File: config.mk
export PLATFORM = sky130hd
export DESIGN_NAME = tia_top
export DESIGN_NICKNAME = d
export VERILOG_FILES = /design/src/rtl/tia_pkg.sv /design/src/rtl/tia_beam_if.sv /design/src/rtl/tia_pf_if.sv /design/src/rtl/tia_beam.sv /design/src/rtl/tia_regs.sv /design/src/rtl/tia_render.sv /design/src/rtl/tia_top.sv
export SDC_FILE = /design/constraint.sdc
export NUM_CORES = 1
export LEC_CHECK = 0
export BUFFER_PORTS_ARGS = -buffer_cell sky130_fd_sc_hd__buf_4
export CAP_MARGIN = 20
export CELL_PAD_IN_SITES_DETAIL_PLACEMENT = 1
export CELL_PAD_IN_SITES_GLOBAL_PLACEMENT = 1
export CORE_UTILIZATION = 27
export DETAILED_ROUTE_END_ITERATION = 6
export PLACE_DENSITY = 0.58
export RECOVER_POWER = 25
export SLEW_MARGIN = 10
export SYNTH_ARGS = -nofsm -noshare
export SYNTH_HDL_FRONTEND = slang
export SYNTH_SLANG_ARGS = --single-unit
File: constraint.sdc
create_clock -name clk -period 4.12 [get_ports clk]
set_input_delay 1.236 -clock clk [delete_from_list [all_inputs] [get_ports clk]]
set_output_delay 1.236 -clock clk [all_outputs]
set_load 0.01 [all_outputs]
File: src/rtl/tia_pkg.sv
// Shared definitions for the TIA video core
// Bus widths, pixel and position types, the register map
// and the horizontal line geometry
`default_nettype none

package tia_pkg;

  localparam int DATA_W = 8;   // CPU data bus
  localparam int ADDR_W = 6;   // Register address

  typedef logic [DATA_W-1:0] data_t;
  typedef logic [ADDR_W-1:0] addr_t;

  typedef logic [6:0]  color_t;   // Bits 7..1 of the written byte
  typedef logic [7:0]  xpos_t;    // 0 to LINE_CLOCKS-1
  typedef logic [8:0]  ypos_t;    // Line number within the frame
  typedef logic [19:0] pf_t;      // Drawing order of the left half
  typedef logic [15:0] vaddr_t;   // Frame-buffer address
  typedef logic [3:0]  bsize_t;   // Ball width, 1 to 8 clocks

  // Horizontal geometry, identical for NTSC and PAL
  localparam int LINE_CLOCKS = 228;
  localparam int VISIBLE_W   = 160;
  localparam int RES_DELAY   = 5;   // RESBL lands a few clocks late

  // Write addresses that the core decodes
  typedef enum addr_t {
    VSYNC  = 6'h00,
    VBLANK = 6'h01,
    WSYNC  = 6'h02,
    COLUP0 = 6'h06,
    COLUP1 = 6'h07,
    COLUPF = 6'h08,
    COLUBK = 6'h09,
    CTRLPF = 6'h0a,
    PF0    = 6'h0d,
    PF1    = 6'h0e,
    PF2    = 6'h0f,
    RESBL  = 6'h14,
    ENABL  = 6'h1f,
    CXCLR  = 6'h2c
  } reg_addr_e;

  // Only readable address left
  localparam addr_t CXBLPF = 6'h06;

endpackage

`default_nettype wire

File: src/rtl/tia_beam_if.sv
// Beam position and beam-control pulses
// shared by the register file, beam counter and renderer
`timescale 1ns/100ps
`default_nettype none

interface tia_beam_if;
  import tia_pkg::*;

  xpos_t xpos;        // Horizontal beam position
  ypos_t ypos;        // Current line
  logic  wsync_p;     // WSYNC write seen
  logic  restart_p;   // VSYNC rising, restart frame

  modport beam (
    output xpos,
    output ypos,
    input  wsync_p,
    input  restart_p
  );

  modport regs (
    input  xpos,
    output wsync_p,
    output restart_p
  );

  modport view (
    input xpos,
    input ypos
  );

endinterface

`default_nettype wire

File: src/rtl/tia_pf_if.sv
// Playfield, ball, colour and collision state
// passed from the register file to the renderer
`timescale 1ns/100ps
`default_nettype none

interface tia_pf_if;
  import tia_pkg::*;

  color_t colubk;
  color_t colupf;
  color_t colup0;        // Score colour, left half
  color_t colup1;        // Score colour, right half
  pf_t    pf;
  logic   refpf;         // Mirror the right half
  logic   scorepf;
  logic   pf_priority;
  logic   enabl;
  xpos_t  x_bl;          // Ball start column
  bsize_t ball_w;
  logic   cxclr_p;       // Collision clear pulse
  logic   cx_blpf;       // Ball/playfield collision latch

  modport regs (
    output colubk, colupf, colup0, colup1,
    output pf, refpf, scorepf, pf_priority,
    output enabl, x_bl, ball_w, cxclr_p,
    input  cx_blpf
  );

  modport render (
    input  colubk, colupf, colup0, colup1,
    input  pf, refpf, scorepf, pf_priority,
    input  enabl, x_bl, ball_w, cxclr_p,
    output cx_blpf
  );

endinterface

`default_nettype wire

File: src/rtl/tia_beam.sv
// Beam counter
// Horizontal and vertical position, frame restart on VSYNC
// and the WSYNC CPU stall flag
`timescale 1ns/100ps
`default_nettype none

module tia_beam #(
  parameter int FRAME_LINES = 262
) (
  input  wire      clk,
  input  wire      reset,
  input  wire      enable_i,
  output logic     stall_cpu_o,
  tia_beam_if.beam beam
);
  import tia_pkg::*;

  logic line_end;
  logic frame_end;

  assign line_end  = beam.xpos == xpos_t'(LINE_CLOCKS - 1);
  assign frame_end = beam.ypos >= ypos_t'(FRAME_LINES - 1);

  always_ff @(posedge clk) begin
    if (reset) begin
      beam.xpos <= '0;
      beam.ypos <= '0;
    end else if (beam.restart_p) begin
      beam.xpos <= '0;                  // Rising VSYNC restarts the frame
      beam.ypos <= '0;
    end else if (enable_i) begin
      if (frame_end) begin
        beam.ypos <= '0;
      end else if (line_end) begin
        beam.xpos <= '0;
        beam.ypos <= ypos_t'(beam.ypos + 1'b1);
      end else begin
        beam.xpos <= xpos_t'(beam.xpos + 1'b1);
      end
    end
  end

  // CPU is held until the beam leaves the visible part of the line
  always_ff @(posedge clk) begin
    if (reset) begin
      stall_cpu_o <= 1'b0;
    end else if (beam.wsync_p) begin
      stall_cpu_o <= 1'b1;
    end else if (beam.xpos == xpos_t'(VISIBLE_W)) begin
      stall_cpu_o <= 1'b0;              // Independent of enable_i
    end
  end

  xpos_in_line: assert property (
    @(posedge clk) disable iff (reset)
    beam.xpos <= xpos_t'(LINE_CLOCKS - 1)
  );

endmodule

`default_nettype wire

File: src/rtl/tia_regs.sv
// TIA register file
// Write decode and storage, the CXBLPF read port,
// and the restart, WSYNC and collision-clear pulses
`timescale 1ns/100ps
`default_nettype none

module tia_regs (
  input  wire            clk,
  input  wire            reset,
  input  wire            cpu_enable_i,
  input  wire            stb_i,
  input  wire            we_i,
  input  tia_pkg::addr_t adr_i,
  input  tia_pkg::data_t dat_i,
  output tia_pkg::data_t dat_o,
  output logic           vsync_o,
  output logic           vblank_o,
  tia_beam_if.regs       beam,
  tia_pf_if.regs         pf
);
  import tia_pkg::*;

  logic wr_en;
  logic rd_en;
  logic vsync_q;
  logic vblank_q;

  assign wr_en = stb_i && we_i && cpu_enable_i;   // Write lands on this edge
  assign rd_en = stb_i && !we_i;

  // Pulses act on the same edge as the write itself
  assign beam.restart_p = wr_en && (adr_i == VSYNC) && !vsync_q && dat_i[1];
  assign beam.wsync_p   = wr_en && (adr_i == WSYNC);
  assign pf.cxclr_p     = wr_en && (adr_i == CXCLR);

  assign vsync_o  = vsync_q;
  assign vblank_o = vblank_q;

  always_ff @(posedge clk) begin
    if (reset) begin
      vsync_q        <= 1'b0;
      vblank_q       <= 1'b0;
      pf.colubk      <= '0;
      pf.colupf      <= '0;
      pf.colup0      <= '0;
      pf.colup1      <= '0;
      pf.pf          <= '0;
      pf.refpf       <= 1'b0;
      pf.scorepf     <= 1'b0;
      pf.pf_priority <= 1'b0;
      pf.enabl       <= 1'b0;
      pf.x_bl        <= '0;
      pf.ball_w      <= bsize_t'(1);   // Same as CTRLPF = 0
    end else if (wr_en) begin
      case (adr_i)
        VSYNC:  vsync_q   <= dat_i[1];
        VBLANK: vblank_q  <= dat_i[1];
        COLUP0: pf.colup0 <= dat_i[7:1];
        COLUP1: pf.colup1 <= dat_i[7:1];
        COLUPF: pf.colupf <= dat_i[7:1];
        COLUBK: pf.colubk <= dat_i[7:1];
        CTRLPF: begin
          pf.ball_w      <= bsize_t'(1) << dat_i[5:4];
          pf.refpf       <= dat_i[0];
          pf.scorepf     <= dat_i[1];
          pf.pf_priority <= dat_i[2];
        end
        PF0: begin
          for (int i = 0; i < 4; i++) begin
            pf.pf[i] <= dat_i[4+i];      // Upper nibble only
          end
        end
        PF1: begin
          for (int i = 0; i < 8; i++) begin
            pf.pf[4+i] <= dat_i[7-i];    // MSB drawn first
          end
        end
        PF2: begin
          for (int i = 0; i < 8; i++) begin
            pf.pf[12+i] <= dat_i[i];
          end
        end
        RESBL: begin
          if (beam.xpos >= xpos_t'(VISIBLE_W)) begin
            pf.x_bl <= '0;               // Reset during HBLANK
          end else begin
            pf.x_bl <= xpos_t'(beam.xpos + xpos_t'(RES_DELAY));
          end
        end
        ENABL:  pf.enabl <= dat_i[1];
        default: ;                       // WSYNC, CXCLR are pulses only
      endcase
    end
  end

  // Read port, one cycle latency
  always_ff @(posedge clk) begin
    if (rd_en) begin
      if (adr_i == CXBLPF) begin
        dat_o <= {pf.cx_blpf, 7'b0};
      end else begin
        dat_o <= '0;
      end
    end
  end

  // A restart needs VSYNC low first, so it can never repeat back to back
  restart_single: assert property (
    @(posedge clk) disable iff (reset)
    beam.restart_p |=> !beam.restart_p
  );

endmodule

`default_nettype wire

File: src/rtl/tia_render.sv
// Pixel logic
// Playfield and ball bits, colour priority,
// ball/playfield collision latch and the frame-buffer write port
`timescale 1ns/100ps
`default_nettype none

module tia_render #(
  parameter int FIRST_LINE         = 22,
  parameter int FIRST_PICTURE_LINE = 38
) (
  input  wire             clk,
  input  wire             reset,
  input  wire             enable_i,
  output tia_pkg::color_t vid_out_o,
  output logic            vid_wr_o,
  output tia_pkg::vaddr_t vid_addr_o,
  tia_beam_if.view        beam,
  tia_pf_if.render        pf
);
  import tia_pkg::*;

  localparam int HALF_W = VISIBLE_W / 2;

  logic       in_vis;
  logic       left_half;
  xpos_t      pf_pos;
  logic [4:0] pf_idx;
  logic       pf_bit;
  logic [8:0] bl_end;
  logic       bl_bit;
  color_t     pf_color;
  color_t     pixel;
  logic       draw;

  assign in_vis    = beam.xpos < xpos_t'(VISIBLE_W);
  assign left_half = beam.xpos < xpos_t'(HALF_W);

  // Column within the 80-clock half, mirrored when reflecting
  always_comb begin
    if (left_half) begin
      pf_pos = beam.xpos;
    end else if (pf.refpf) begin
      pf_pos = xpos_t'(VISIBLE_W - 1) - beam.xpos;
    end else begin
      pf_pos = beam.xpos - xpos_t'(HALF_W);
    end
  end

  assign pf_idx = pf_pos[6:2];                 // Four clocks per bit
  assign pf_bit = in_vis && pf.pf[pf_idx];

  assign bl_end = 9'(pf.x_bl) + 9'(pf.ball_w);
  assign bl_bit = pf.enabl && (beam.xpos >= pf.x_bl) && (9'(beam.xpos) < bl_end);

  // Score mode tints each half with the player colour
  assign pf_color = pf.scorepf ? (left_half ? pf.colup0 : pf.colup1) : pf.colupf;

  always_comb begin
    if (bl_bit) begin
      pixel = pf.colupf;
    end else if (pf_bit) begin
      pixel = pf_color;
    end else begin
      pixel = pf.colubk;
    end
  end

  assign draw = enable_i && in_vis && (beam.ypos >= ypos_t'(FIRST_LINE));

  assign vid_addr_o = vaddr_t'((vaddr_t'(beam.ypos) - vaddr_t'(FIRST_LINE))
                      * vaddr_t'(VISIBLE_W) + vaddr_t'(beam.xpos));

  always_ff @(posedge clk) begin
    if (reset) begin
      vid_wr_o <= 1'b0;
    end else begin
      vid_wr_o <= draw;                        // One-cycle write pulse
    end
  end

  always_ff @(posedge clk) begin
    if (draw) begin
      if (beam.ypos >= ypos_t'(FIRST_PICTURE_LINE)) begin
        vid_out_o <= pixel;
      end else begin
        vid_out_o <= '0;                       // Top lines stay black
      end
    end
  end

  always_ff @(posedge clk) begin
    if (reset) begin
      pf.cx_blpf <= 1'b0;
    end else if (pf.cxclr_p) begin
      pf.cx_blpf <= 1'b0;
    end else if (enable_i && bl_bit && pf_bit) begin
      pf.cx_blpf <= 1'b1;
    end
  end

  // Each write belongs to a visible column of the previous cycle
  wr_in_visible: assert property (
    @(posedge clk) disable iff (reset)
    $rose(vid_wr_o) |-> $past(beam.xpos) < xpos_t'(VISIBLE_W)
  );

endmodule

`default_nettype wire

File: src/rtl/tia_top.sv
// TIA video core top level
// Plain bus and video ports, frame geometry parameters,
// register file, beam counter and renderer
`timescale 1ns/100ps
`default_nettype none

module tia_top #(
  parameter int FRAME_LINES        = 262,   // NTSC defaults
  parameter int FIRST_LINE         = 22,
  parameter int FIRST_PICTURE_LINE = 38
) (
  input  wire             clk,
  input  wire             reset,
  input  wire             enable_i,        // Pixel clock enable
  input  wire             cpu_enable_i,
  input  wire             stb_i,
  input  wire             we_i,
  input  tia_pkg::addr_t  adr_i,
  input  tia_pkg::data_t  dat_i,
  output tia_pkg::data_t  dat_o,
  output logic            stall_cpu_o,
  output tia_pkg::color_t vid_out_o,
  output logic            vid_wr_o,
  output tia_pkg::vaddr_t vid_addr_o,
  output tia_pkg::xpos_t  vid_xpos_o,
  output tia_pkg::ypos_t  vid_ypos_o,
  output logic            vid_vblank_o,
  output logic            vid_vsync_o
);

  tia_beam_if beam_if ();
  tia_pf_if   pf_if ();

  assign vid_xpos_o = beam_if.xpos;
  assign vid_ypos_o = beam_if.ypos;

  tia_regs i_regs (
    .clk          (clk),
    .reset        (reset),
    .cpu_enable_i (cpu_enable_i),
    .stb_i        (stb_i),
    .we_i         (we_i),
    .adr_i        (adr_i),
    .dat_i        (dat_i),
    .dat_o        (dat_o),
    .vsync_o      (vid_vsync_o),
    .vblank_o     (vid_vblank_o),
    .beam         (beam_if.regs),
    .pf           (pf_if.regs)
  );

  tia_beam #(
    .FRAME_LINES (FRAME_LINES)
  ) i_beam (
    .clk         (clk),
    .reset       (reset),
    .enable_i    (enable_i),
    .stall_cpu_o (stall_cpu_o),
    .beam        (beam_if.beam)
  );

  tia_render #(
    .FIRST_LINE         (FIRST_LINE),
    .FIRST_PICTURE_LINE (FIRST_PICTURE_LINE)
  ) i_render (
    .clk        (clk),
    .reset      (reset),
    .enable_i   (enable_i),
    .vid_out_o  (vid_out_o),
    .vid_wr_o   (vid_wr_o),
    .vid_addr_o (vid_addr_o),
    .beam       (beam_if.view),
    .pf         (pf_if.render)
  );

endmodule

`default_nettype wire

==> impl_metrics.ini, run 1 <==
[global_route]
grt_use_total_pct = 16.6
busiest_layer = met2
gr-usage-met1_pct = 20.5
grt_pass1_vias = 5397
grt_max_degree = 37
grt_util_met3_pct = 2.76
grt_use_met2_pct = 29.6
grt_antenna_before_repair = 0
grt_pass1_wl_microns = 28800
overflow = 0

[logic_synthesis]
synth_common_cells = nor2_1, dfxtp_1, mux2i_1
yosysTopAreaCell = dfxtp_1
syn-instance-count = 662
netlist_area_sq_um = 5930
synth_flop_cell = dfxtp_1
synth_edf_count = 8
async_flop_share_pct = 0
synth.top_cell.area_share_pct = 28.7
synth.avg_cell_area_sq_um = 8.95
synth_area_leaders = dfxtp_1, mux2i_1, ha_1
synth_seq_cells = 93
yosysMostFrequentCell = nor2_1
ys_seq_area_share_pct = 32.8
yosysUniqueCellTypes = 62
yosys_warnings = 0

[layout]
final_cells = 1031
final_cell_area_sq_um = 7480
num-nets-final = 821
area_growth_pct = 26.1
register_area_sq_um = 1950
nFillCells = 2430
multi_input_area_sq_um = 3990
diodes = 0
drive_above_1_share_pct = 22.4

[critical_path]
path_cells = buf_4 > a21oi_4 > xnor2_2 > ha_4 > fa_2 > a21o_1 > a21oi_2 > o21bai_1 > a21oi_2 > xnor2_2 > nand3_2 > xnor2_2 > xnor2_1 > buf_4
max_stage_delay_ns = 0.37
cp_common_cell = xnor2_2
critPathTopFamily = compound AO/OA/AOI/OAI gates
cp-start-kind = register
critical_path_class = reg2out
crit_path_top_delay_cell = dfxtp_4
crit_path_end_kind = output port
cp_max_fo = 4
worstPathArrival_ns = 3.17
required_ns = 2.88
cp_num_buf_inv = 2

[cts]
cts_root_buffer = clkbuf_16
cts_tree = built
cts_buffers = 9
cts_max_level = 3
clk_pin_slew_ns = 0.08
clkSinkCount = 93
clk_latency_ns = 0.36
clk_path_buf_depth = 2

[placement]
placed_area_sq_um = 6860
gp_congestion = 0.795
dp_cells = 1000
numPortBuffers = 64
dpl.hpwl_microns = 13200

[floorplan]
fp.dieW_microns = 150
core_area_sq_um = 21300
initial_core_util_pct = 27.8
io_pins = 72
dieHeight_microns = 150
rows = 53
die_area_sq_um = 22600

[timing]
worst_pin_slew_ns = 0.998
finalCriticalPeriod_ns = 4.40
slew-limit-headroom_pct = 33.3
post-route-period-util_pct = 107
finClkSkew_ns = 0.00791
final-hold-violation-count = 0
max_freq_mhz = 227
finalWorstSetupSlack_ns = -0.282
rsz0062_at_grt = true
drv_slew = 0
setup_viol = 3

[detailed_routing]
via_per_inst = 4.93
drt-total-wl_microns = 17900
drt-initial-drc-count = 159
vias = 5080
post_drt_wl_per_cell_microns = 17.4
firstDrtPassIters = 4
ant_nets = 0
drc = 0

[power_and_ir_drop]
fin_total_pwr_mw = 1.84
power.leakage_nw = 3.03
vdd_drop_max_mv = 0.204
p_per_area_nw_per_um2 = 247

[run_status]
violations = negative setup slack
status = finished, violations left

[job]
cap_viol_max_count = 0

[worst_hold_path]
hp-class = reg2reg
[stage by stage]
step                      worst slack, ns  hold slack [ns]  TNS [ns]  utilization, %
after floorplan                    0.0105            0.433         0               -
after CTS                          -0.321            0.481    -0.621            34.7
after global placement            -0.0398            0.450   -0.0398            32.2
after detailed placement           -0.101            0.463    -0.111            32.2
after global routing               -0.455            0.501     -1.10            35.1
final                              -0.282            0.478    -0.517            35.1
[cell families after synthesis]
logic type	count (synthesis)	synth area share (%)
mux	79	14.1
xor+xnor	45	6.97
buf+inv	72	5.49
simple gates	208	16.9
other cells	1	0.0633
fa+ha+maj	50	10.9
compound gates	114	12.8
flops	93	32.8
[registers in the layout, indices dropped and copies added (netlist names), 4 cells and up]
register            flops
i_regs.pf.colup0        7
i_regs.pf.x_bl          8
i_render.vid_out_o      7
i_regs.pf.ball_w        4
i_beam.beam.ypos        9
i_beam.beam.xpos        8
i_regs.pf.colup1        7
i_regs.pf.pf           20
i_regs.pf.colubk        7
i_regs.pf.colupf        7
[worst register-to-register path, stage by stage (launching register included)]
cell and delay (ns):
dfxtp_1 0.34, ha_1 0.21, fa_1 0.41, a21o_1 0.18
a21oi_1 0.30, nor3_1 0.10, xnor2_1 0.14, ha_1 0.21
a2111o_1 0.34, a31oi_1 0.14, o21ai_0 0.12, o221ai_1 0.10
o2111ai_1 0.29, nand2_1 0.33, o2bb2ai_1 0.16
[routing by layer]
metal | routed length (microns) | vias to the layer above
met4 | 216 | 0
met5 | 0 | -
met3 | 468 | 16
met1 | 8100 | 2509
met2 | 9130 | 67
li1 | - | 2488
[worst paths after layout]
| kind | cells past startpoint | slack, ns | end | startpoint |
|---|---|---|---|---|
| min reg2reg | 1 | 0.48 | i_render.pf.cx_blpf$_SDFFE_PP0P_ | i_render.pf.cx_blpf$_SDFFE_PP0P_ |
| min | 1 | 0.48 | i_render.pf.cx_blpf$_SDFFE_PP0P_ | i_render.pf.cx_blpf$_SDFFE_PP0P_ |
| max | 14 | -0.28 | vid_addr_o[15] | i_beam.beam.ypos[2]$_SDFFE_PP0P_ |
| max reg2reg | 14 | 0.49 | i_render.vid_out_o[6]$_SDFFCE_PN0P_ | i_regs.pf.x_bl[0]$_SDFFE_PP0P_ |
[area by class of cell]
cell class,count,share of cell area (%)
inverters,29,1.49
well taps,275,4.60
clock inverters,6,0.786
repair buffers,115,10.7
clock buffers,10,3.06
flip-flops and latches,93,26.1
multi-input cells,503,53.3
[power breakdown]
group          leakage (nW)  switching (mW)  internal [mW]
Combinational          2.11          0.0615         0.0358
Clock                 0.138           0.406          0.423
Sequential            0.778         0.00711          0.911
Total                  3.03           0.474           1.37
[placed cells by master (no fill, tap or decap), types with 10 or more instances in the layout]
cell / instances
a21oi_1: 33
nor3_1: 10
buf_4: 93
ha_4: 11
o21ai_0: 17
mux2i_1: 69
clkbuf_1: 20
nor2b_1: 12
nor2_1: 107
xnor2_1: 24
inv_1: 27
nand2_1: 19
dfxtp_1: 83
ha_1: 36
[repair_timing]
| item | 4_1_cts | 5_1_grt |
|---|---|---|
| endpoints found under the hold margin | 0 | 0 |
| resized for setup | 26 | 19 |
| setup endpoints to repair | 4 | 4 |
| setup buffers | 13 | 3 |
| hold buffers | 0 | 0 |
| pin swaps | 25 | 17 |
(Power assumes the default switching activity.)
==> inputs of run 2 (changes only) <==
==> constraint.sdc (replaced) <==
create_clock -name clk -period 4.12 [get_ports clk]
set_input_delay 1.236 -clock clk [delete_from_list [all_inputs] [get_ports clk]]
set_output_delay 1.236 -clock clk [all_outputs]
set_load 0.02 [all_outputs]
==> run 2 against run 1 <==
Against the previous run:
- the flow still finishes with violations (negative setup slack)
- first-iteration DRC count up 18%
- sequential share of layout area up 0.12 points
- count of clock-buffer cells in the layout down 1
- hold slack worse by 0.0060 ns
- routed wire length down 1.6%
- clock power up 6.9%
- clock skew down 0.0044 ns
- critical path depth unchanged
- sequential power about the same
- critical endpoint unchanged
- power up 3.6%
- fmax down 0.44%
- core utilization down 0.14 points
- largest power group unchanged
==> impl_metrics.ini, run 2 (synthesis results as in run 1) <==
[run_status]
status = finished, violations left
violations = negative setup slack

[power_and_ir_drop]
vdd_drop_max_mv = 0.172
sw_frac_of_total_pct = 22.7
seq_power_share_pct = 48.1
p_per_area_nw_per_um2 = 256
power.switching_mw = 0.433
p_int_mw = 1.48
pwr-share-comb_pct = 5.5
power.leakage_nw = 3.00
pwr-share-clk_pct = 46.4

[cts]
cts_max_level = 3
clk_pin_slew_ns = 0.06
clk_latency_ns = 0.34
clkSinkCount = 93
cts_root_buffer = clkbuf_16
cts_buffers = 9
cts_tree = built
clk_path_buf_depth = 2

[timing]
max_freq_mhz = 226
setup_viol = 3
slew-limit-headroom_pct = 40.3
rsz0062_at_grt = true
drv_slew = 0
final-hold-violation-count = 0
post-route-period-util_pct = 107
finalCriticalPeriod_ns = 4.42
worst_pin_slew_ns = 0.892
finClkSkew_ns = 0.00355
finalWorstSetupSlack_ns = -0.302

[detailed_routing]
firstDrtPassIters = 4
via_per_inst = 4.94
post_drt_wl_per_cell_microns = 17.2
drt-initial-drc-count = 188
ant_nets = 0
drt-total-wl_microns = 17600
vias = 5044
drc = 0

[floorplan]
dieHeight_microns = 150
core_area_sq_um = 21300
rows = 53
fp.dieW_microns = 150
initial_core_util_pct = 27.8
io_pins = 72
die_area_sq_um = 22600

[global_route]
grt_pass1_wl_microns = 28700
grt_pass1_vias = 5374
overflow = 0
grt_antenna_before_repair = 0
grt_max_degree = 43
grt_use_total_pct = 16.3

[placement]
dpl.hpwl_microns = 13000
dp_cells = 995
place_ws_ns = -0.110
numPortBuffers = 64
gp_congestion = 0.798

[layout]
final_cells = 1022
diodes = 0
drive_above_1_share_pct = 21.7
final_common_cell = nor2_1
top_regs = i_regs.pf.pf (20), i_beam.beam.ypos (9)
final_cell_mix = nor2_1, buf_4, dfxtp_1, mux2i_1, ha_1
largest_reg_flops = 20
regMostFlops = i_regs.pf.pf
area_growth_pct = 25.6
num-nets-final = 812

[critical_path]
ff2ff_setup_slack_ns = 0.42
cp_common_cell = xnor2_2
worstPathArrival_ns = 3.19
critical_path_class = reg2out
path_cells = ha_4 > o21a_4 > nor3_2 > xor2_1 > ha_1 > ha_4 > inv_1 > o21bai_1 > a21oi_2 > xnor2_2 > nand3_2 > xnor2_2 > xnor2_2 > buf_4
reg2reg_depth = 14
crit_path_end_kind = output port
crit_path_top_delay_cell = dfxtp_4
max_stage_delay_ns = 0.38
r2r-start = i_regs.pf.x_bl[0]$_SDFFE_PP0P_
crit-reg2reg-capture = i_render.vid_out_o[6]$_SDFFCE_PN0P_
cp-start-kind = register
required_ns = 2.88
cp_max_fo = 5

[job]
cap_viol_max_count = 0

[worst_hold_path]
hp-class = reg2reg
holdPathEnd = i_render.pf.cx_blpf$_SDFFE_PP0P_
holdPathStages = 1
hold_path_startpoint = i_render.pf.cx_blpf$_SDFFE_PP0P_
## run 2: changes by cell type in the layout (fill, tap and decap cells not counted), sizes merged
cell | before | now
clkinv | 2 | 4
buf | 95 | 86
clkbuf | 30 | 29
bufinv | 0 | 2
inv | 32 | 29
## run 2: power groups by stage
stage	Clock, mW	Sequential, mW	Combinational [mW]
after global placement	0	0.940	0.103
final	0.886	0.919	0.104
after floorplan	0	0.939	0.0617
after CTS	0.911	0.919	0.106
after global routing	0.948	0.919	0.114
after detailed placement	0	0.940	0.105
## run 2: timing repair
| item | in CTS | in global routing |
|---|---|---|
| pin swaps | 21 | 18 |
| setup endpoints to repair | 4 | 4 |
| resized for setup | 17 | 21 |
| cloned | 0 | 0 |
| hold buffers | 0 | 0 |
| buffers inserted | 14 | 2 |
## run 2: layout make-up
| type | instances | area [sq um] |
|---|---|---|
| sequential | 93 | 1950 |
| timing repair buffer | 106 | 736 |
| clock inverter | 7 | 90.1 |
| inverter | 29 | 109 |
| clock buffer | 9 | 225 |
| multi-input combinational | 503 | 3990 |
| fill | 2452 | 13800 |
| tap | 275 | 344 |
## run 2: metal layers
layer | global-route usage [%] | wire, microns
met3 | 1.82 | 523
met4 | 5.05 | 275
met2 | 29.1 | 8840
met1 | 20.4 | 7980
met5 | 0 | 0
## run 2: worst max-delay path by stage
stage                     depth (start not counted)                        startpoint              to  slack [ns]
after floorplan                                  14  i_beam.beam.ypos[1]$_SDFFE_PP0P_  vid_addr_o[15]       -0.03
after global placement                           14  i_beam.beam.ypos[1]$_SDFFE_PP0P_  vid_addr_o[15]       -0.02
after detailed placement                         14  i_beam.beam.ypos[1]$_SDFFE_PP0P_  vid_addr_o[15]       -0.11
after CTS                                        14  i_beam.beam.ypos[2]$_SDFFE_PP0P_  vid_addr_o[15]       -0.33
after global routing                             14  i_beam.beam.ypos[2]$_SDFFE_PP0P_  vid_addr_o[15]       -0.45
final                                            14  i_beam.beam.ypos[2]$_SDFFE_PP0P_  vid_addr_o[15]       -0.30
## run 2: worst max-delay path: cells and delay by family, from the launching register on
family	cells	cell delay, ns
buffers and inverters	2	0.21
DFF	1	0.38
xor gates and xnor gates	4	0.73
and+or+nand+nor	2	0.24
AOI/OAI and AO/OA	3	0.49
adders and majority gates	3	0.80
## run 2: through the flow
| step | hold slack (ns) | TNS [ns] | area (sq um) | util (%) | power [mW] |
|---|---|---|---|---|---|
| 2_1_floorplan | 0.433 | -0.0259 | 6030 | - | 1.00 |
| 3_3_place_gp | 0.450 | -0.0157 | 6860 | 32.2 | 1.04 |
| 3_5_place_dp | 0.451 | -0.110 | 6860 | 32.2 | 1.05 |
| 4_1_cts | 0.471 | -0.628 | 7360 | 34.6 | 1.94 |
| 5_1_grt | 0.508 | -0.971 | 7450 | 35.0 | 1.98 |
| 6_report | 0.472 | -0.476 | 7450 | 35.0 | 1.91 |
==> inputs of run 3 (changes only) <==
- CTS_BUF_LIST: unset -> sky130_fd_sc_hd__clkbuf_4 sky130_fd_sc_hd__clkbuf_8
- PLACE_DENSITY: 0.58 -> unset
- PLACE_DENSITY_LB_ADDON: unset -> 0.1
==> run 3 against run 2 <==
Against the previous run:
- the flow still finishes with violations (negative setup slack)
- global-route usage increased by 0.34 points
- die area unchanged
- worst setup slack got worse by 0.043 ns
- final area is 2.1% lower
- sequential power barely moved
- cell count is 0.59% higher
- clock power is 29% lower
- routed wire length grew 3.1%
- critical path type unchanged
- largest cell class unchanged
- highest routed layer unchanged
==> impl_metrics.ini, run 3 (synthesis results as in run 1) <==
[run_status]
status = finished, violations left
violations = negative setup slack

[timing]
setup_viol = 3
finalWorstSetupSlack_ns = -0.345
tns_ns = -0.623
drv_slew = 0
finClkSkew_ns = 0.0106
max_freq_mhz = 224
worst_pin_slew_ns = 0.834
post-route-period-util_pct = 108
final-hold-violation-count = 0
slew-limit-headroom_pct = 44.4
rsz0062_at_grt = true
holdWs_ns = 0.487
finalCriticalPeriod_ns = 4.46

[power_and_ir_drop]
power.leakage_nw = 2.96
sw_frac_of_total_pct = 25.0
p_per_area_nw_per_um2 = 226
pwr-share-comb_pct = 6.4
seq_power_share_pct = 55.5
power.switching_mw = 0.413
vdd_drop_max_mv = 0.138
pwr-share-clk_pct = 38.0
p_int_mw = 1.24

[critical_path]
worstPathArrival_ns = 3.23
required_ns = 2.88
cp_num_buf_inv = 1
critPathTopFamily = XOR/XNOR gates
max_stage_delay_ns = 0.39
cp_common_cell = xnor2_2
critical_path_class = reg2out
crit_path_end_kind = output port
cp-start-kind = register
cp_max_fo = 5
path_cells = ha_4 > xnor2_2 > xnor2_2 > ha_4 > fa_2 > a21o_1 > a21oi_2 > o21bai_1 > a21oi_1 > xnor2_1 > nand3_1 > xnor2_2 > xnor2_2 > buf_4
crit_path_top_delay_cell = fa_2

[layout]
largest_reg_flops = 20
final_cells = 1028
regMostFlops = i_regs.pf.pf
post-route-util_pct = 34.2
num-nets-final = 818
area_growth_pct = 23.0
top_regs = i_regs.pf.pf (20), i_beam.beam.ypos (9)
diodes = 0
drive_above_1_share_pct = 21.6
final_cell_mix = nor2_1, buf_4, dfxtp_1, mux2i_1, ha_1
final_common_cell = nor2_1

[floorplan]
rows = 53
die_area_sq_um = 22600
io_pins = 72
core_area_sq_um = 21300
dieHeight_microns = 150
fp.dieW_microns = 150
initial_core_util_pct = 27.8

[global_route]
grt_antenna_before_repair = 0
grt_use_total_pct = 16.7
grt_max_degree = 41
overflow = 0
grt_pass1_wl_microns = 28500
grt_pass1_vias = 5152

[detailed_routing]
vias = 5049
drt-total-wl_microns = 18200
drt-initial-drc-count = 258
via_per_inst = 4.91
ant_nets = 0
dr.max_layer_used = met4
dr_wl_met2_microns = 8600
met1_length_microns = 8730
firstDrtPassIters = 4
post_drt_wl_per_cell_microns = 17.7
drc = 0
wl_met3_microns = 597

[placement]
dpl.hpwl_microns = 13300
place_ws_ns = -0.0843
numPortBuffers = 64
gp_congestion = 0.760
dp_cells = 1006

[cts]
cts_max_level = 3
clkSinkCount = 93
clk_pin_slew_ns = 0.09
cts_root_buffer = clkbuf_8
holdBufCountCts = 0
clk_latency_ns = 0.38
clk_path_buf_depth = 2
cts_tree = built
cts_buffers = 9

[job]
cap_viol_max_count = 0

[worst_hold_path]
hp-class = reg2reg
==> run 3: worst reg2reg max path: stages, from the launching register on <==
cell	delay, ns
dfxtp_1	0.34
ha_1	0.22
fa_1	0.42
a21o_1	0.18
a21oi_1	0.29
nor3_1	0.10
xnor2_1	0.14
ha_1	0.21
a2111o_1	0.35
a31oi_1	0.14
o21ai_0	0.12
o221ai_1	0.10
o2111ai_1	0.29
nand2_1	0.38
o2bb2ai_1	0.16
==> run 3: per-layer routing <==
layer / global-route usage [%] / up-vias
met5: 0 / -
met4: 4.04 / 0
met3: 2.67 / 15
met2: 27.6 / 83
met1: 22.5 / 2476
li1: - / 2475
==> run 3: power by group through the flow <==
stage / Combinational (mW) / Sequential [mW] / Clock, mW
detailed placement: 0.109 / 0.939 / 0
finish: 0.106 / 0.917 / 0.628
CTS: 0.109 / 0.917 / 0.662
global placement: 0.107 / 0.938 / 0
floorplan: 0.0617 / 0.939 / 0
global route: 0.117 / 0.918 / 0.700
==> run 3: what timing repair did <==
item | 4_1_cts | 5_1_grt
pin swaps | 15 | 9
buffers inserted | 6 | 1
setup endpoints to repair | 4 | 4
gates cloned | 0 | 0
resized for setup | 10 | 18
==> run 3: final timing paths <==
| check | slack, ns | from | cells after the start | endpoint |
|---|---|---|---|---|
| worst max-delay path | -0.34 | i_beam.beam.ypos[1]$_SDFFE_PP0P_ | 14 | vid_addr_o[15] |
| worst min-delay path | 0.49 | i_regs.pf.ball_w[0]$_SDFFE_PP1P_ | 1 | i_regs.pf.ball_w[0]$_SDFFE_PP1P_ |
| worst max register to register | 0.43 | i_regs.pf.x_bl[0]$_SDFFE_PP0P_ | 14 | i_render.vid_out_o[4]$_SDFFCE_PN0P_ |
| worst min register to register | 0.49 | i_regs.pf.ball_w[0]$_SDFFE_PP1P_ | 1 | i_regs.pf.ball_w[0]$_SDFFE_PP1P_ |
==> run 3: cell type report <==
cell class,instances,area [sq um]
Fill cell,2489,14000
Clock buffer,11,139
Sequential cell,93,1950
Multi-Input combinational cell,503,3920
Inverter,29,114
Clock inverter,5,51.3
Timing Repair Buffer,112,773
Tap cell,275,344
==> run 3: per-stage QoR <==
stage / power (mW) / instance area (sq um)
2_1_floorplan: 1.00 / 6030
3_3_place_gp: 1.05 / 6940
3_5_place_dp: 1.05 / 6940
4_1_cts: 1.69 / 7230
5_1_grt: 1.74 / 7290
6_report: 1.65 / 7290
